**src/design/exec_consts.svh**
```systemverilog
// ----------------------------------------
// Width constants for the execute stage
// XLEN must stay 32; the ALU shifts and the
// multiplier step count assume it
// ----------------------------------------

`ifndef EXEC_CONSTS_SVH
`define EXEC_CONSTS_SVH

// Datapath
`define XLEN 32

// Tag widths
`define SEQ_NUM_BITS   8   // In-flight op tag
`define PHYS_ADDR_BITS 6   // 64 physical regs
`define ARCH_ADDR_BITS 5   // x0..x31

`endif

```
**src/design/exec_pkg.sv**
```systemverilog
// ----------------------------------------
// Shared types for the execute stage
// Opcode encoding is fixed at 4 bits
// ----------------------------------------

`default_nettype none

`include "exec_consts.svh"

package exec_pkg;

  // ----------------------------------------
  // Micro-op encoding
  // ----------------------------------------

  typedef enum logic [3:0] {
    OP_ADD,
    OP_SUB,
    OP_AND,
    OP_OR,
    OP_XOR,
    OP_SLT,    // Signed compare
    OP_SLTU,   // Unsigned compare
    OP_SRA,
    OP_SRL,
    OP_SLL,
    OP_LUI,    // op2 carries the upper immediate
    OP_AUIPC,  // pc + op2
    OP_MUL,    // Low product word
    OP_MULHU   // High word, both operands unsigned
  } rv_uop;

  // ----------------------------------------
  // Data and tag types
  // ----------------------------------------

  typedef logic [`XLEN-1:0]           word_t;
  typedef logic [`SEQ_NUM_BITS-1:0]   seq_num_t;   // Result order tag
  typedef logic [`PHYS_ADDR_BITS-1:0] preg_t;
  typedef logic [`ARCH_ADDR_BITS-1:0] areg_t;

  // Only the multiply class leaves the ALU path
  // Everything else is single cycle

endpackage

`default_nettype wire

```
**src/design/exec_dispatch.sv**
```systemverilog
// ----------------------------------------
// Steers issue valid to ALU or multiplier
// Purely combinational, payload not routed here
// ----------------------------------------

`timescale 1ns/100ps
`default_nettype none

`include "exec_consts.svh"

module exec_dispatch
  import exec_pkg::*;
(
  // Issue side
  input  logic  d_val,
  input  rv_uop d_uop,
  output logic  d_rdy,

  // ALU channel
  output logic  alu_val,
  input  logic  alu_rdy,

  // Multiplier channel
  output logic  mul_val,
  input  logic  mul_rdy
);

  // ----------------------------------------
  // Opcode class decode
  // ----------------------------------------

  logic is_mul;   // MUL or MULHU

  always_comb begin
    case (d_uop)
      OP_MUL,
      OP_MULHU: is_mul = 1'b1;
      default:  is_mul = 1'b0;   // All integer ops
    endcase
  end

  // ----------------------------------------
  // Valid steering and ready return
  // ----------------------------------------

  // Only the selected unit sees a valid
  assign alu_val = d_val & ~is_mul;
  assign mul_val = d_val &  is_mul;

  // Ready follows the opcode, not d_val
  // Op simply waits at d if its unit is busy
  assign d_rdy = is_mul ? mul_rdy : alu_rdy;

endmodule

`default_nettype wire

```
**src/design/alu_unit.sv**
```systemverilog
// ----------------------------------------
// Single-entry integer unit, 1-cycle latency
// Expects only non-multiply ops on its input
// ----------------------------------------

`timescale 1ns/100ps
`default_nettype none

`include "exec_consts.svh"

module alu_unit
  import exec_pkg::*;
(
  input  logic     clk,
  input  logic     rst,

  // Input from dispatcher
  input  logic     in_val,
  output logic     in_rdy,
  input  word_t    in_pc,
  input  seq_num_t in_seq_num,
  input  word_t    in_op1,
  input  word_t    in_op2,
  input  areg_t    in_waddr,
  input  rv_uop    in_uop,
  input  preg_t    in_preg,
  input  preg_t    in_ppreg,

  // Result to writeback arbiter
  output logic     out_val,
  input  logic     out_rdy,
  output word_t    out_pc,
  output seq_num_t out_seq_num,
  output areg_t    out_waddr,
  output preg_t    out_preg,
  output preg_t    out_ppreg,
  output word_t    out_wdata
);

  // ----------------------------------------
  // Input register
  // ----------------------------------------

  logic  in_xfer;
  logic  out_xfer;
  logic  full;        // Entry holds an op
  word_t op1_q;
  word_t op2_q;
  rv_uop uop_q;

  assign in_xfer  = in_val & in_rdy;
  assign out_xfer = out_val & out_rdy;

  // Empty, or being drained this cycle
  assign in_rdy = out_rdy | ~full;

  always_ff @(posedge clk) begin
    if (rst) begin
      full <= 1'b0;
    end else if (in_xfer) begin
      full <= 1'b1;      // Load wins over drain
    end else if (out_xfer) begin
      full <= 1'b0;
    end
  end

  always_ff @(posedge clk) begin
    if (in_xfer) begin
      out_pc      <= in_pc;
      out_seq_num <= in_seq_num;
      out_waddr   <= in_waddr;
      out_preg    <= in_preg;
      out_ppreg   <= in_ppreg;
      op1_q       <= in_op1;
      op2_q       <= in_op2;
      uop_q       <= in_uop;
    end
  end

  // ----------------------------------------
  // Integer operations
  // ----------------------------------------

  always_comb begin
    case (uop_q)
      OP_ADD:   out_wdata = op1_q + op2_q;
      OP_SUB:   out_wdata = op1_q - op2_q;
      OP_AND:   out_wdata = op1_q & op2_q;
      OP_OR:    out_wdata = op1_q | op2_q;
      OP_XOR:   out_wdata = op1_q ^ op2_q;
      OP_SLT:   out_wdata = {{(`XLEN-1){1'b0}}, $signed(op1_q) < $signed(op2_q)};
      OP_SLTU:  out_wdata = {{(`XLEN-1){1'b0}}, op1_q < op2_q};
      OP_SRA:   out_wdata = $signed(op1_q) >>> op2_q[4:0];   // Shamt is low 5 bits
      OP_SRL:   out_wdata = op1_q >> op2_q[4:0];
      OP_SLL:   out_wdata = op1_q << op2_q[4:0];
      OP_LUI:   out_wdata = op2_q;             // Immediate already shifted
      OP_AUIPC: out_wdata = out_pc + op2_q;
      default:  out_wdata = '0;                // Multiply never lands here
    endcase
  end

  assign out_val = full;

endmodule

`default_nettype wire

```
**src/design/mul_unit.sv**
```systemverilog
// ----------------------------------------
// Unsigned shift-add multiplier, one op at a time
// Result 32 cycles after capture, MUL or MULHU
// ----------------------------------------

`timescale 1ns/100ps
`default_nettype none

`include "exec_consts.svh"

module mul_unit
  import exec_pkg::*;
(
  input  logic     clk,
  input  logic     rst,

  // Input from dispatcher
  input  logic     in_val,
  output logic     in_rdy,
  input  word_t    in_pc,
  input  seq_num_t in_seq_num,
  input  word_t    in_op1,
  input  word_t    in_op2,
  input  areg_t    in_waddr,
  input  rv_uop    in_uop,
  input  preg_t    in_preg,
  input  preg_t    in_ppreg,

  // Result to writeback arbiter
  output logic     out_val,
  input  logic     out_rdy,
  output word_t    out_pc,
  output seq_num_t out_seq_num,
  output areg_t    out_waddr,
  output preg_t    out_preg,
  output preg_t    out_ppreg,
  output word_t    out_wdata
);

  // ----------------------------------------
  // Control
  // ----------------------------------------

  logic                 in_xfer;
  logic                 out_xfer;
  logic                 busy;     // Stepping
  logic                 done;     // Result waiting
  logic [4:0]           step;     // 0..31
  logic                 hi_q;     // MULHU selects upper word
  logic [2*`XLEN-1:0]   mcand;    // Multiplicand, shifts left
  word_t                mplier;   // Multiplier, shifts right
  logic [2*`XLEN-1:0]   acc;

  assign in_xfer  = in_val & in_rdy;
  assign out_xfer = out_val & out_rdy;
  assign in_rdy   = ~busy & ~done;   // Accept only when fully empty

  always_ff @(posedge clk) begin
    if (rst) begin
      busy <= 1'b0;
      done <= 1'b0;
      step <= '0;
    end else if (in_xfer) begin
      busy <= 1'b1;
      step <= '0;
    end else if (busy) begin
      step <= step + 5'd1;
      if (step == 5'd31) begin   // Last partial product this edge
        busy <= 1'b0;
        done <= 1'b1;
      end
    end else if (out_xfer) begin
      done <= 1'b0;
    end
  end

  // ----------------------------------------
  // Datapath
  // ----------------------------------------

  always_ff @(posedge clk) begin
    if (in_xfer) begin
      out_pc      <= in_pc;
      out_seq_num <= in_seq_num;
      out_waddr   <= in_waddr;
      out_preg    <= in_preg;
      out_ppreg   <= in_ppreg;
      hi_q        <= (in_uop == OP_MULHU);
      mcand       <= {{`XLEN{1'b0}}, in_op1};   // Zero-extended, unsigned
      mplier      <= in_op2;
      acc         <= '0;
    end else if (busy) begin
      if (mplier[0]) acc <= acc + mcand;
      mcand  <= mcand << 1;
      mplier <= mplier >> 1;
    end
  end

  assign out_val   = done;
  assign out_wdata = hi_q ? acc[2*`XLEN-1:`XLEN] : acc[`XLEN-1:0];

endmodule

`default_nettype wire

```
**src/design/wb_arbiter.sv**
```systemverilog
// ----------------------------------------
// Round-robin merge of two result streams
// Source readies never look at their own valid
// ----------------------------------------

`timescale 1ns/100ps
`default_nettype none

`include "exec_consts.svh"

module wb_arbiter
  import exec_pkg::*;
(
  input  logic     clk,
  input  logic     rst,

  // Source a
  input  logic     a_val,
  output logic     a_rdy,
  input  word_t    a_pc,
  input  seq_num_t a_seq_num,
  input  areg_t    a_waddr,
  input  preg_t    a_preg,
  input  preg_t    a_ppreg,
  input  word_t    a_wdata,

  // Source b
  input  logic     b_val,
  output logic     b_rdy,
  input  word_t    b_pc,
  input  seq_num_t b_seq_num,
  input  areg_t    b_waddr,
  input  preg_t    b_preg,
  input  preg_t    b_ppreg,
  input  word_t    b_wdata,

  // Writeback port
  output logic     w_val,
  input  logic     w_rdy,
  output word_t    w_pc,
  output seq_num_t w_seq_num,
  output areg_t    w_waddr,
  output preg_t    w_preg,
  output preg_t    w_ppreg,
  output word_t    w_wdata
);

  logic last_b;   // b won the last transfer
  logic sel_b;

  // ----------------------------------------
  // Grant
  // ----------------------------------------

  assign sel_b = b_val & (~a_val | ~last_b);   // b if alone or its turn
  assign a_rdy = w_rdy & (~b_val | last_b);
  assign b_rdy = w_rdy & (~a_val | ~last_b);

  // Pointer moves only when something leaves
  always_ff @(posedge clk) begin
    if (rst) last_b <= 1'b0;
    else if (w_val & w_rdy) last_b <= sel_b;
  end

  // ----------------------------------------
  // Output mux
  // ----------------------------------------

  assign w_val     = a_val | b_val;
  assign w_pc      = sel_b ? b_pc      : a_pc;
  assign w_seq_num = sel_b ? b_seq_num : a_seq_num;
  assign w_waddr   = sel_b ? b_waddr   : a_waddr;
  assign w_preg    = sel_b ? b_preg    : a_preg;
  assign w_ppreg   = sel_b ? b_ppreg   : a_ppreg;
  assign w_wdata   = sel_b ? b_wdata   : a_wdata;

endmodule

`default_nettype wire

```
**src/design/exec_stage.sv**
```systemverilog
// ----------------------------------------
// Execute stage top, ALU and multiplier
// Results may retire out of order, match by seq_num
// ----------------------------------------

`timescale 1ns/100ps
`default_nettype none

`include "exec_consts.svh"

module exec_stage
  import exec_pkg::*;
(
  input  logic     clk,
  input  logic     rst,

  // Issue port
  input  logic     d_val,
  output logic     d_rdy,
  input  word_t    d_pc,
  input  seq_num_t d_seq_num,
  input  word_t    d_op1,
  input  word_t    d_op2,
  input  areg_t    d_waddr,
  input  rv_uop    d_uop,
  input  preg_t    d_preg,
  input  preg_t    d_ppreg,

  // Writeback port
  output logic     w_val,
  input  logic     w_rdy,
  output word_t    w_pc,
  output seq_num_t w_seq_num,
  output areg_t    w_waddr,
  output preg_t    w_preg,
  output preg_t    w_ppreg,
  output word_t    w_wdata
);

  // ----------------------------------------
  // Internal channels
  // ----------------------------------------

  logic     alu_val, alu_rdy, mul_val, mul_rdy;             // Dispatch side
  logic     ar_val, ar_rdy, mr_val, mr_rdy;                 // Result side
  word_t    ar_pc, ar_wdata, mr_pc, mr_wdata;
  seq_num_t ar_seq_num, mr_seq_num;
  areg_t    ar_waddr, mr_waddr;
  preg_t    ar_preg, ar_ppreg, mr_preg, mr_ppreg;

  exec_dispatch u_dispatch (
    .d_val(d_val), .d_uop(d_uop), .d_rdy(d_rdy),
    .alu_val(alu_val), .alu_rdy(alu_rdy),
    .mul_val(mul_val), .mul_rdy(mul_rdy)
  );

  // Payload fans out to both units
  alu_unit u_alu (
    .clk(clk), .rst(rst),
    .in_val(alu_val), .in_rdy(alu_rdy), .in_pc(d_pc), .in_seq_num(d_seq_num),
    .in_op1(d_op1), .in_op2(d_op2), .in_waddr(d_waddr), .in_uop(d_uop),
    .in_preg(d_preg), .in_ppreg(d_ppreg),
    .out_val(ar_val), .out_rdy(ar_rdy), .out_pc(ar_pc), .out_seq_num(ar_seq_num),
    .out_waddr(ar_waddr), .out_preg(ar_preg), .out_ppreg(ar_ppreg), .out_wdata(ar_wdata)
  );

  mul_unit u_mul (
    .clk(clk), .rst(rst),
    .in_val(mul_val), .in_rdy(mul_rdy), .in_pc(d_pc), .in_seq_num(d_seq_num),
    .in_op1(d_op1), .in_op2(d_op2), .in_waddr(d_waddr), .in_uop(d_uop),
    .in_preg(d_preg), .in_ppreg(d_ppreg),
    .out_val(mr_val), .out_rdy(mr_rdy), .out_pc(mr_pc), .out_seq_num(mr_seq_num),
    .out_waddr(mr_waddr), .out_preg(mr_preg), .out_ppreg(mr_ppreg), .out_wdata(mr_wdata)
  );

  // ALU on a, multiplier on b
  wb_arbiter u_arb (
    .clk(clk), .rst(rst),
    .a_val(ar_val), .a_rdy(ar_rdy), .a_pc(ar_pc), .a_seq_num(ar_seq_num),
    .a_waddr(ar_waddr), .a_preg(ar_preg), .a_ppreg(ar_ppreg), .a_wdata(ar_wdata),
    .b_val(mr_val), .b_rdy(mr_rdy), .b_pc(mr_pc), .b_seq_num(mr_seq_num),
    .b_waddr(mr_waddr), .b_preg(mr_preg), .b_ppreg(mr_ppreg), .b_wdata(mr_wdata),
    .w_val(w_val), .w_rdy(w_rdy), .w_pc(w_pc), .w_seq_num(w_seq_num),
    .w_waddr(w_waddr), .w_preg(w_preg), .w_ppreg(w_ppreg), .w_wdata(w_wdata)
  );

endmodule

`default_nettype wire

```
**config.mk**
```make
export PLATFORM = sky130hd
export DESIGN_NAME = exec_stage
export DESIGN_NICKNAME = d
export VERILOG_FILES = /design/src/design/exec_pkg.sv /design/src/design/exec_dispatch.sv /design/src/design/alu_unit.sv /design/src/design/mul_unit.sv /design/src/design/wb_arbiter.sv /design/src/design/exec_stage.sv
export VERILOG_INCLUDE_DIRS = /design/src /design/src/design
export SDC_FILE = /design/constraint.sdc
export NUM_CORES = 1
export LEC_CHECK = 0
export BUFFER_PORTS_ARGS = -buffer_cell sky130_fd_sc_hd__buf_2
export CAP_MARGIN = 15
export CORE_MARGIN = 1.5
export CORE_UTILIZATION = 30
export DETAILED_ROUTE_END_ITERATION = 10
export MAX_ROUTING_LAYER = met4
export PLACE_DENSITY = 0.48
export SYNTH_ARGS = -nofsm -noshare
export SYNTH_HDL_FRONTEND = slang
export SYNTH_HIERARCHICAL = 1
export SYNTH_SLANG_ARGS = --single-unit
```
**constraint.sdc**
```tcl
create_clock -name clk -period 4.2 [get_ports clk]
set_clock_uncertainty 0.15 [all_clocks]
set_input_delay 0.42 -clock clk [delete_from_list [all_inputs] [get_ports clk]]
set_output_delay 0.42 -clock clk [all_outputs]
set_load 0.01 [all_outputs]
```
==> summary.md <==
| Metric | Value |
|---|---|
| Number of iterations in the first detailed-routing pass | `5` |
| First-pass GRT wire length | `155000 um` |
| Peak-usage layer in the global routing report | `met2` |
| Final weighted congestion of routability-driven global placement | `0.970` |
| Post-detailed-placement half-perimeter wirelength | `80300 um` |
| Area of the multi-input gates | `16800 um^2` |
| Root buffer cell | `sky130_fd_sc_hd__clkbuf_16` |
| Tightest Hold Check Type | `input port to flop` |
| Most common flop cell mapped by yosys | `sky130_fd_sc_hd__edfxtp_1` |
| Worst slew margin | `0.252` |
| Synth top area share | `0.277` |
| Total standard cell area after synthesis | `26800 um^2` |
| Worst Setup Start Kind | `flop` |
| Cell with the largest stage delay on the worst path | `sky130_fd_sc_hd__edfxtp_1` |
| Max-slew violation count | `0` |
| Static Leakage | `14.8 nW` |
| Num CTS Buffers | `44` |
| Post-synthesis async set-or-reset flop share | `0` |
| Number of distinct library cells after synthesis | `101` |
| Number of max-cap violations | `0` |
| Synth top cells by count | `425 x sky130_fd_sc_hd__nand2_1, 266 x sky130_fd_sc_hd__a21oi_1, 247 x sky130_fd_sc_hd__edfxtp_1, 208 x sky130_fd_sc_hd__nor2_1, 202 x sky130_fd_sc_hd__ha_1` |
| CTS H-tree lvls | `2` |
| Cell chain of the critical path | `nor2b_4 -> nand3_4 -> buf_6 -> mux2_2 -> ha_4 -> a21o_1 -> or3_4 -> o211ai_1 -> buf_4 -> o211a_4 -> o211ai_1 -> buf_4 -> and2_4 -> buf_4 -> xnor2_1 -> a211oi_1 -> o21ai_1 -> mux2_4 -> buf_6` |
| EDFF count, synth | `247` |
| Clk_lat worst skew | `0.62 ns` |
| Final critical-path share of the clock period | `1.22` |
| Flip-flop and latch count after synthesis | `352` |
| Chip height | `302 um` |
| Vias in the first global route | `23689` |
| Delay of the slowest cell on the worst path | `0.42 ns` |
| Data required time of the critical path | `3.63 ns` |
| Area grow syn2layout | `30.8%` |
| Shortest clock period the worst path allows after layout | `5.11 ns` |
| Most area-hungry cell type in the Yosys netlist | `sky130_fd_sc_hd__edfxtp_1` |
| Met1 Usage GRT | `0.336` |
| Most common cell in the netlist | `sky130_fd_sc_hd__nand2_1` |
| Total number of yosys warnings | `6` |
| Peak supply drop | `0.298 mV` |
| Global Route Usage Sum | `0.232` |
| Clock tree from TritonCTS | `done` |
| CTS clock-pin slew for the worst setup and hold paths | `0.06 ns` |
| Status | `complete, but fails checks` |
| Final routed DRC violation total | `0` |
| Total congestion overflow | `0` |
| Initial antenna violation count | `3` |
| Fin. Hold Viols | `0` |
| Largest cells by area after synthesis | `sky130_fd_sc_hd__edfxtp_1 28%, sky130_fd_sc_hd__ha_1 9.4%, sky130_fd_sc_hd__dfxtp_1 7.8%` |
| Mean post-synth cell area | `9.24 um^2` |
| Gate Count Post-Synth | `2900` |
| Number of rows in the core area | `109` |
| Routed Wire Length | `105000 um` |
| Initial standard-cell utilization of the core | `0.303` |
| Met2 Track Usage GR | `0.338` |
| RSZ-0062 raised after global routing | `true` |
| Post-synth net total | `3234` |
| Most frequent cell on the critical path | `sky130_fd_sc_hd__buf_4` |
| Worst slack, placed | `-0.640 ns` |
| Count of vias placed by the detailed router | `24664` |
| Wire length per cell | `22.3 um` |
| Count of antenna-violating nets left after detailed routing | `0` |
| Area occupied by registers | `9520 um^2` |
| Violations in the final reports | `negative setup slack` |
| Number of buffers added on ports | `219` |
| Nets | `3814` |
| PD cells | `352 nW/um^2` |
| Worst path top cell family by delay | `compound AO/OA/AOI/OAI gates` |
| Max Buffers Root-to-Sink | `3` |
| DIE WIDTH | `302 um` |
| Type of destination of the critical path | `primary output` |
| Core area | `88400 um^2` |
| Top-level port count | `220` |
| Final hold slack | `0.0354 ns` |
| Setup WS post-layout | `-0.914 ns` |
| First-iteration detailed-routing DRC count | `2247` |
| Crit-path max FO | `8` |
| Worst-margin pin slew | `1.12 ns` |
| Crit path arrival time | `4.54 ns` |
| Number of clock sinks | `352` |
| Critical path buffer and inverter count | `5` |
| Type of the worst setup path | `flop to primary output` |
| Sequential share of the synthesized area | `0.355` |
| Final setup viols | `32` |
| Largest net degree at the start of global routing | `74` |
| Fmax | `0.196 GHz` |
| Ratio of cells with drive above 1 in the final layout | `0.282` |
| Grt met3 use | `0.0340` |
| Overall die area | `91100 um^2` |
| Avg Vias per Cell | `5.26` |
| Final-layout fill cell count | `8957` |
## flip-flops by register name, summed over array words and instances, names as in the netlist, 6 cells and up
signal	cells
u_alu/op2_q	32
u_alu/out_pc	32
u_mul/out_seq_num	8
u_alu/out_ppreg	6
u_mul/out_preg	6
u_mul/out_pc	32
u_alu/op1_q	32
u_mul/mplier	32
u_mul/out_ppreg	6
u_mul/acc	64
u_alu/out_preg	6
u_alu/out_seq_num	8
u_mul/mcand	64
## power breakdown
part	total (mW)	switching, mW	internal [mW]
sequential	4.25	0.246	4.00
clock	3.89	1.64	2.25
combinational	4.21	2.36	1.85
total	12.3	4.24	8.10
## cells by family after synthesis
logic type | after synthesis | share of synthesized area
and+or+nand+nor | 876 | 0.145
adders and majority gates | 205 | 0.0966
muxes | 263 | 0.123
DFF | 352 | 0.355
AOI/OAI and AO/OA | 806 | 0.199
buffers and inverters | 298 | 0.0476
xor gates and xnor gates | 100 | 0.0327
## final timing paths
| check | end | depth (start not counted) | slack, ns | startpoint |
|---|---|---|---|---|
| max | w_wdata[19] | 19 | -0.91 | u_alu/uop_q[2] |
| min | u_alu/out_val | 4 | 0.04 | d_val |
| max reg2reg | u_mul/acc[56] | 12 | 0.48 | u_mul/mcand[0] |
| min reg2reg | u_mul/acc[18] | 2 | 0.32 | u_mul/acc[18] |
## worst min-delay path, cell delays in order
cell                      delay [ns]
sky130_fd_sc_hd__buf_2          0.09
sky130_fd_sc_hd__and2_2         0.13
sky130_fd_sc_hd__inv_1          0.04
sky130_fd_sc_hd__a21oi_1        0.10
## per-stage QoR
step	setup TNS, ns	cells	util	total power [mW]	area, um^2
after floorplan	-0.0233	2900	-	6.61	26800
after global placement	-9.14	4455	0.354	8.12	31300
after detailed placement	-9.48	4455	0.354	8.11	31300
after CTS	-21.56	4676	0.392	12.3	34700
after global routing	-24.52	4684	0.396	13.0	35000
final	-19.42	4685	0.397	12.3	35000
## what timing repair did
item | 4_1_cts | 5_1_grt
endpoints found under the hold margin | 247 | 0
gates resized for setup | 115 | 66
pin swaps | 40 | 40
setup endpoints to repair | 32 | 32
buffers inserted | 12 | 5
hold buffers | 128 | 0
gates cloned | 0 | 0
## cell type report
class,count,share of cell area
multi-input combinational,2250,0.479
sequential,352,0.272
timing repair buffer,700,0.151
tap,1165,0.0416
clock buffer,54,0.0331
inverter,132,0.0144
clock inverter,28,0.00928
antenna,4,0.000286
## routing by layer
metal	wire, um	share of wire
met1	51000	0.49
met2	44400	0.42
met5	0	0
met3	6800	0.065
met4	2490	0.024
## cells in the final DEF, fill, tap and decap left out, drive strengths merged, types with 12 or more instances in the layout
| master | Yosys | final |
|---|---|---|
| nor4 | 14 | 14 |
| a211oi | 32 | 32 |
| inv | 131 | 134 |
| a22oi | 25 | 25 |
| a21oi | 272 | 272 |
| nand2 | 426 | 426 |
| clkbuf | 98 | 54 |
| mux2 | 162 | 162 |
| edfxtp | 247 | 247 |
| a22o | 38 | 38 |
| o22ai | 13 | 13 |
| a21o | 59 | 59 |
| o21bai | 25 | 25 |
| o211ai | 31 | 31 |
| clkinv | 1 | 20 |
| nand2b | 27 | 27 |
| o221ai | 18 | 18 |
| xor2 | 33 | 33 |
| and3 | 18 | 18 |
| nor3 | 36 | 36 |
| dfxtp | 105 | 105 |
| buf | 68 | 572 |
| nand4 | 23 | 23 |
| a221oi | 17 | 17 |
| xnor2 | 67 | 67 |
| nand3 | 46 | 46 |
| o21ai | 150 | 150 |
| ha | 202 | 202 |
| a31oi | 19 | 19 |
| mux2i | 67 | 67 |
| or3 | 21 | 21 |
| mux4 | 34 | 34 |
| dlygate4sd3 | 0 | 128 |
| nor2 | 210 | 210 |
| nor2b | 18 | 18 |
| or2 | 13 | 13 |
| and2 | 12 | 12 |
Note: power is estimated with default switching activity, not from simulation.
